## src/bridge_config.svh

```systemverilog
/* widths and memory sizing for the AXI memory bridge
   data width must stay 64, memory latency must be 1 or more */
`ifndef BRIDGE_CONFIG_SVH
`define BRIDGE_CONFIG_SVH

// AXI bus widths
`define AXI_ADDR_W 32
`define AXI_DATA_W 64
`define AXI_STRB_W (`AXI_DATA_W/8)
`define AXI_ID_W 4

// memory depth in 64-bit words, as log2
`define MEM_WORDS_LOG2 8

// cycles from request accept to reply offer
`define MEM_LATENCY 3

`endif

```

## src/bridge_pkg.sv

```systemverilog
/* shared types for the AXI bridge and its memory
   single-beat, 64-bit only, all responses are OKAY */
`default_nettype none

`include "bridge_config.svh"

package bridge_pkg;

  // AW and AR share one item layout
  typedef struct packed {
    logic [`AXI_ADDR_W-1:0] addr;
    logic [`AXI_ID_W-1:0]   id;
  } axi_ax_s;

  typedef struct packed {
    logic [`AXI_DATA_W-1:0] data;
    logic [`AXI_STRB_W-1:0] strb;
  } axi_w_s;

  typedef enum logic {
    e_mem_read  = 1'b0,
    e_mem_write = 1'b1
  } mem_op_e;

  // request toward the memory client
  typedef struct packed {
    mem_op_e                op;
    logic [`AXI_ADDR_W-1:0] addr;
    logic [`AXI_DATA_W-1:0] data;
    logic [`AXI_STRB_W-1:0] wmask;
  } mem_req_s;

  // reply from the memory, always a whole word
  typedef struct packed {
    mem_op_e                op;
    logic [`AXI_DATA_W-1:0] data;
  } mem_resp_s;

  typedef enum logic [1:0] {
    e_mem_idle  = 2'd0,
    e_mem_wait  = 2'd1,
    e_mem_reply = 2'd2
  } mem_state_e;

endpackage

`default_nettype wire

```

## src/axi_to_fifo.sv

```systemverilog
/* AXI4 subordinate to in-order request stream, single beat, 64-bit data
   one request in flight, reads win over writes, responses are OKAY and last */
`timescale 1ns/100ps
`default_nettype none

`include "bridge_config.svh"

module axi_to_fifo
  import bridge_pkg::*;
(
  input  logic                   clk_i,
  input  logic                   reset_i,

  input  axi_ax_s                s_axi_aw_i,
  input  logic                   s_axi_awvalid_i,
  output logic                   s_axi_awready_o,

  input  axi_w_s                 s_axi_w_i,
  input  logic                   s_axi_wvalid_i,
  output logic                   s_axi_wready_o,

  output logic [`AXI_ID_W-1:0]   s_axi_bid_o,
  output logic                   s_axi_bvalid_o,
  input  logic                   s_axi_bready_i,

  input  axi_ax_s                s_axi_ar_i,
  input  logic                   s_axi_arvalid_i,
  output logic                   s_axi_arready_o,

  output logic [`AXI_ID_W-1:0]   s_axi_rid_o,
  output logic [`AXI_DATA_W-1:0] s_axi_rdata_o,
  output logic                   s_axi_rvalid_o,
  input  logic                   s_axi_rready_i,

  output mem_req_s               mem_req_o,
  output logic                   mem_req_v_o,
  input  logic                   mem_req_ready_i,

  input  mem_resp_s              mem_resp_i,
  input  logic                   mem_resp_v_i,
  output logic                   mem_resp_ready_o
);

  axi_ax_s   aw_q, ar_q;
  axi_w_s    w_q;
  mem_resp_s resp_q;
  logic      aw_v, w_v, ar_v, resp_v;
  logic      b_fire, r_fire, req_fire;
  logic      pending_r;

  // AXI channel skid slots
  one_slot_fifo #(.width_p($bits(axi_ax_s))) aw_slot (
    .clk_i  (clk_i),
    .reset_i(reset_i),
    .data_i (s_axi_aw_i),
    .v_i    (s_axi_awvalid_i),
    .ready_o(s_axi_awready_o),
    .data_o (aw_q),
    .v_o    (aw_v),
    .yumi_i (b_fire)
  );

  one_slot_fifo #(.width_p($bits(axi_w_s))) w_slot (
    .clk_i  (clk_i),
    .reset_i(reset_i),
    .data_i (s_axi_w_i),
    .v_i    (s_axi_wvalid_i),
    .ready_o(s_axi_wready_o),
    .data_o (w_q),
    .v_o    (w_v),
    .yumi_i (b_fire)
  );

  one_slot_fifo #(.width_p($bits(axi_ax_s))) ar_slot (
    .clk_i  (clk_i),
    .reset_i(reset_i),
    .data_i (s_axi_ar_i),
    .v_i    (s_axi_arvalid_i),
    .ready_o(s_axi_arready_o),
    .data_o (ar_q),
    .v_o    (ar_v),
    .yumi_i (r_fire)
  );

  // memory reply waits here until B or R takes it
  one_slot_fifo #(.width_p($bits(mem_resp_s))) resp_slot (
    .clk_i  (clk_i),
    .reset_i(reset_i),
    .data_i (mem_resp_i),
    .v_i    (mem_resp_v_i),
    .ready_o(mem_resp_ready_o),
    .data_o (resp_q),
    .v_o    (resp_v),
    .yumi_i (b_fire | r_fire)
  );

  // issue only when idle and the reply slot is free
  assign mem_req_v_o = ~pending_r & mem_resp_ready_o & (ar_v | (aw_v & w_v));
  assign req_fire    = mem_req_v_o & mem_req_ready_i;

  always_comb begin
    mem_req_o.op    = ar_v ? e_mem_read : e_mem_write;
    mem_req_o.addr  = ar_v ? ar_q.addr : aw_q.addr;
    mem_req_o.data  = w_q.data;
    mem_req_o.wmask = w_q.strb;
  end

  // held from issue until the response is handed back
  always_ff @(posedge clk_i) begin
    if (reset_i) begin
      pending_r <= 1'b0;
    end else if (req_fire) begin
      pending_r <= 1'b1;
    end else if (b_fire | r_fire) begin
      pending_r <= 1'b0;
    end
  end

  // reply op steers to B or R, ids come from the held slots
  assign s_axi_bvalid_o = resp_v & (resp_q.op == e_mem_write);
  assign s_axi_bid_o    = aw_q.id;
  assign b_fire         = s_axi_bvalid_o & s_axi_bready_i;

  assign s_axi_rvalid_o = resp_v & (resp_q.op == e_mem_read);
  assign s_axi_rid_o    = ar_q.id;
  assign s_axi_rdata_o  = resp_q.data;
  assign r_fire         = s_axi_rvalid_o & s_axi_rready_i;

endmodule

`default_nettype wire

```

## src/one_slot_fifo.sv

```systemverilog
/* one-entry queue, yumi_i may only rise while v_o is high */
`timescale 1ns/100ps
`default_nettype none

module one_slot_fifo #(
  parameter int width_p = 8
) (
  input  logic               clk_i,
  input  logic               reset_i,

  input  logic [width_p-1:0] data_i,
  input  logic               v_i,
  output logic               ready_o,

  output logic [width_p-1:0] data_o,
  output logic               v_o,
  input  logic               yumi_i
);

  logic               full_r;
  logic [width_p-1:0] data_r;
  logic               enq;

  // only enqueue into an empty slot
  assign enq = v_i & ready_o;

  always_ff @(posedge clk_i) begin
    if (reset_i) begin
      full_r <= 1'b0;
    end else if (enq) begin
      full_r <= 1'b1;
    end else if (yumi_i) begin
      full_r <= 1'b0;
    end
  end

  always_ff @(posedge clk_i) begin
    if (enq) begin
      data_r <= data_i;
    end
  end

  assign ready_o = ~full_r;
  assign v_o     = full_r;
  assign data_o  = data_r;

endmodule

`default_nettype wire

```

## config.mk

```make
export PLATFORM = sky130hd
export DESIGN_NAME = axi_to_fifo
export DESIGN_NICKNAME = d
export VERILOG_FILES = /design/src/bridge_pkg.sv /design/src/axi_to_fifo.sv /design/src/one_slot_fifo.sv
export VERILOG_INCLUDE_DIRS = /design/src
export SDC_FILE = /design/constraint.sdc
export NUM_CORES = 1
export LEC_CHECK = 0
export BUFFER_PORTS_ARGS = -buffer_cell sky130_fd_sc_hd__buf_2
export CORE_AREA = 2 2 158 160
export CTS_BUF_LIST = sky130_fd_sc_hd__clkbuf_2 sky130_fd_sc_hd__clkbuf_4 sky130_fd_sc_hd__clkbuf_8
export CTS_CLUSTER_DIAMETER = 100
export DETAILED_ROUTE_END_ITERATION = 7
export DIE_AREA = 0 0 160 162
export PLACE_DENSITY_LB_ADDON = 0.2
export SKIP_CTS_REPAIR_TIMING = 1
export SLEW_MARGIN = 5
export SYNTH_ARGS = -nofsm -noshare
export SYNTH_HDL_FRONTEND = slang
export SYNTH_SLANG_ARGS = --single-unit
```

## constraint.sdc

```tcl
create_clock -name clk_i -period 10 [get_ports clk_i]
set_input_delay 2 -clock clk_i [delete_from_list [all_inputs] [get_ports clk_i]]
set_output_delay 2 -clock clk_i [all_outputs]
set_load 0.05 [all_outputs]
```

After elaboration in Yosys (flattened, before gate mapping) --
Cells that the tools add are included.
Storage, ports and cells: bits of input ports 218, RAM bits 0, bits in read-only memories 0, bits in latches 0, word-level logic and storage cells 44, memories kept 0, register bits 214, output and inout bits 184
Operators by class: eq/ne operators 0, multiplexer cells 10, div/mod/pow operators 0, reduce and logical (&&, ||, !) cells 5, $mul 0, $lt $le $gt $ge 0, add/subtract/negate cells 0, bitwise operators 20, shift operators 0
Operator list (number):
- $mux W32 | 1
- $and A1 B1 Y1 | 12
- $reduce_bool A2 Y1 | 5
- $mux W1 | 9
- $not A1 Y1 | 6
- $or A1 B1 Y1 | 2

Depth between registers and ports, before layout --
depth in word-level cells 6, gate-level depth with buffers 4, mapped depth without buffers 3

Hierarchy --
A second synthesis with hierarchy kept.
Second synthesis, totals: cell total of the unflattened synthesis 278, area, all modules 7095.6 um2
Modules (own cells, without submodules):
- one_slot_fifo at ar_slot ... | times used 2, cells an instance 41, seq. area each 1101.1 um2, area an instance 1124.8 um2
- one_slot_fifo at w_slot | times used 1, cells an instance 77, seq. area each 2182.1 um2, area an instance 2205.9 um2
- one_slot_fifo at resp_slot | times used 1, cells an instance 70, seq. area each 1971.9 um2, area an instance 1995.7 um2
- axi_to_fifo | times used 1, cells an instance 49, seq. area each 20.0 um2, area an instance 644.4 um2

Least setup slack after synthesis --
Ideal clock, no wire load.
path type input port to flip-flop, start input s_axi_wvalid_i, end register w_slot.data_r[0], in the netlist w_slot.data_o[0] (enable), path buffers 0, stages on the path 1, arrival time 5.156 ns, setup time 0.511 ns, setup slack 4.333 ns, path through nor2b_1
Between the ends: word-level cells in the longest chain between the ends 1
Ends and longest elaborated chain:
- start, declared | RTL line axi_to_fifo.sv:19 | input logic s_axi_wvalid_i,
- $and A1 B1 Y1 | RTL line one_slot_fifo.sv:25 | assign enq = v_i & ready_o;
- end signal, assigned | RTL line one_slot_fifo.sv:39 | data_r <= data_i;
- end, declared | RTL line one_slot_fifo.sv:21 | logic [width_p-1:0] data_r;
Every way passes these cells. A chain may end at the register's enable or synchronous reset.

==> metrics.log <==
INFO  metric status = finished, final reports clean
INFO  metric fp.dieH = 162 um
INFO  metric yosys_register_bits = 214
INFO  metric insertion_delay = between 0.5 and 0.6 ns
INFO  metric gp_congestion = about 0.78
INFO  metric die_width = 160 um
INFO  metric irDropWorstVdd = between 100 and 150 uV
INFO  metric tightest_slew = 1.05 ns
INFO  metric grt_first_pass_wirelength = between 20000 and 30000 um
INFO  metric slew_headroom = just under 30%
INFO  metric routed-via-count = about 4300
INFO  metric seq_area_frac_synth = 85.5%
INFO  metric most_frequent_cells_in_the_layout = sky130_fd_sc_hd__buf_2, sky130_fd_sc_hd__edfxtp_1, sky130_fd_sc_hd__clkbuf_8
INFO  metric ctsHtreeMaxLevel = 2
INFO  metric crit_path_start_kind = flip-flop
INFO  metric ios = about 400
INFO  metric slew_violations = 0
INFO  metric post_synth.cell_area_avg = between 20 and 25 um^2
INFO  metric max_cap_viol_count = 0
INFO  metric final.setup_skew = ~0.016 ns
INFO  metric crit_type = reg -> out
INFO  metric critical_path.endpoint_type = output port
INFO  metric final.fill_count = about 2300
INFO  metric synthesis.area = between 7000 and 8000 um^2
INFO  metric cts-buffers-inserted = 37
INFO  metric timing.final.crit_period = 3.86 ns
INFO  metric floorplan.core_area = approximately 24000 um^2
INFO  metric globalRouteTotalUtil = 13.5%
INFO  metric drt_iter0_markers = ~220
INFO  metric overflow = 0
INFO  metric yosys_warnings = 0
INFO  metric p_leak = about 0.0042 uW
INFO  metric final_common_cell = sky130_fd_sc_hd__buf_2
INFO  metric grt_max_degree = 65
INFO  metric min_period_over_period = just under 40%
INFO  metric antenna_found_initial = 4
INFO  metric avgRoutedWirePerCell = ~17 um
INFO  metric power_density = between 200 and 250 nW/um^2
INFO  metric first_global_vias = between 4000 and 5000
INFO  metric design_power_total = between 2000 and 2500 uW
INFO  metric cp_top_family = buffers and inverters
INFO  metric portBuffers = between 400 and 500
INFO  metric worstPathCellList = buf_4 > mux2_2 > buf_2
INFO  metric worstPathArrival = between 1.5 and 2 ns
INFO  metric via_per_instance_ratio = a little over 4
INFO  metric flow.area_growth_from_synthesis = 35.0%
INFO  metric min_path_type = reg -> reg
INFO  metric setup_tns = 0 ns
INFO  metric cts_max_path_bufs = 3
INFO  metric synth_cell_types = 18
INFO  metric drive_gt1_share = about two thirds
INFO  metric report.final.setup_viol = 0
INFO  metric cp.required = 8.00 ns
INFO  metric rsz0062_at_grt = false
INFO  metric synthesis.instances = 349
INFO  metric cts-root-buf = sky130_fd_sc_hd__clkbuf_8
INFO  metric cpMaxStageDelayCell = sky130_fd_sc_hd__buf_4
INFO  metric drt_pre_antenna_iters = 4
INFO  metric critical_path_buf_inv_count = 2
INFO  metric ant_nets = 0
INFO  metric final-hold-violation-count = 0
INFO  metric clock_sink_count = ~210
INFO  metric cp_slowest_stage_delay = between 0.4 and 0.5 ns
INFO  metric nNetsFinal = 933
INFO  metric cp_max_fo = 37
INFO  metric place_hpwl = 13900 um
INFO  metric max_freq = 0.259 GHz
INFO  metric synth_fp_nets = ~570
INFO  metric floorplan.initialDensity = a little under a third
INFO  metric clock_tree_from_tritoncts = yes
INFO  metric wire_length_after_detailed_routing = 18500 um
INFO  metric post-route-drc-count = 0
INFO  metric clk_pin_slew_worst_paths = roughly 0.060 ns
INFO  metric rows = 57
INFO  metric die_area = around 26000 um^2
[tightest hold or removal path, delay by kind of cell (launching register included)]
kind               cells  cell delay (ns)
DFF                    1             0.32
AOI/OAI and AO/OA      2             0.14
[worst paths after layout]
check | cells after the start | end | slack (ns) | start
worst max-delay path | 3 | mem_req_o[76] | 6.14 | ar_slot.v_o$_SDFFE_PP0P_
worst max register to register | 2 | ar_slot.data_o[35]$_DFFE_PP_ | 8.15 | ar_slot.v_o$_SDFFE_PP0P_
worst min register to register | 2 | pending_r$_SDFFE_PP0P_ | 0.51 | pending_r$_SDFFE_PP0P_
worst min-delay path | 2 | pending_r$_SDFFE_PP0P_ | 0.51 | pending_r$_SDFFE_PP0P_
[stage by stage]
step / setup WS [ns] / cell area (um^2) / std cells / hold WS, ns / util [%]
after global placement: 6.57 / 9350 / 1000 / 0.485 / 38.8
after detailed placement: 6.50 / 9350 / 1000 / 0.497 / 38.8
after CTS: 6.09 / 10100 / 1068 / 0.508 / 41.7
after floorplan: 4.33 / 7450 / 349 / 0.458 / -
final: 6.14 / 10100 / 1072 / 0.511 / 41.7
after global routing: 6.03 / 10100 / 1071 / 0.530 / 41.7
[power breakdown]
group | internal (uW) | switching, uW | total [uW] | leakage (uW)
registers | 1050 | 15.6 | 1060 | 0.00204
logic | 75.6 | 232 | 307 | 0.00180
clock network | 404 | 348 | 752 | 0.000358
total | 1530 | 595 | 2120 | 0.00419
[flip-flops by register name, indices dropped and copies added, names as in the netlist]
| register | count |
|---|---|
| ar_slot.data_o | 36 |
| resp_slot.v_o | 1 |
| aw_slot.v_o | 1 |
| w_slot.data_o | 72 |
| resp_slot.data_o | 65 |
| pending_r | 1 |
| aw_slot.data_o | 36 |
| ar_slot.v_o | 1 |
| w_slot.v_o | 1 |
[per-layer routing]
layer	vias up	GRT usage [%]	part of all wire, %
met5	-	0	0
met4	0	7.90	3.6
met3	50	5.54	9.7
met2	248	25.2	55
met1	2023	12.3	32
li1	1996	-	-
[synthesized netlist by cell type, drive strengths merged]
library cell,number,area share [%]
a211oi,2,0.20
a21oi,2,0.18
a311oi,1,0.12
and2,1,0.084
and3,1,0.084
buf,77,7.7
dfxtp,5,1.3
edfxtp,209,84
inv,4,0.20
mux2,32,4.8
mux2i,1,0.13
nor2,6,0.30
nor2b,4,0.34
nor3,2,0.13
o21ai,1,0.067
or4b,1,0.13
[logic make-up after synthesis]
family | share of synthesized area [%]
DFF | 85.5
buffers and inverters | 7.85
and+or+nand+nor | 1.07
AOI/OAI and AO/OA | 0.571
muxes | 4.97
[area by class of cell]
class                           instances  area [um^2]  share of cell area [%]
Antenna cell                            4         10.0                  0.0995
Clock buffer                           43          567                    5.63
Clock inverter                         25          138                    1.37
Inverter                                4         15.0                   0.149
Multi-Input combinational cell         54          523                    5.20
Sequential cell                       214         6380                    63.4
Tap cell                              324          405                    4.03
Timing Repair Buffer                  404         2030                    20.2
(Power assumes the default switching activity.)
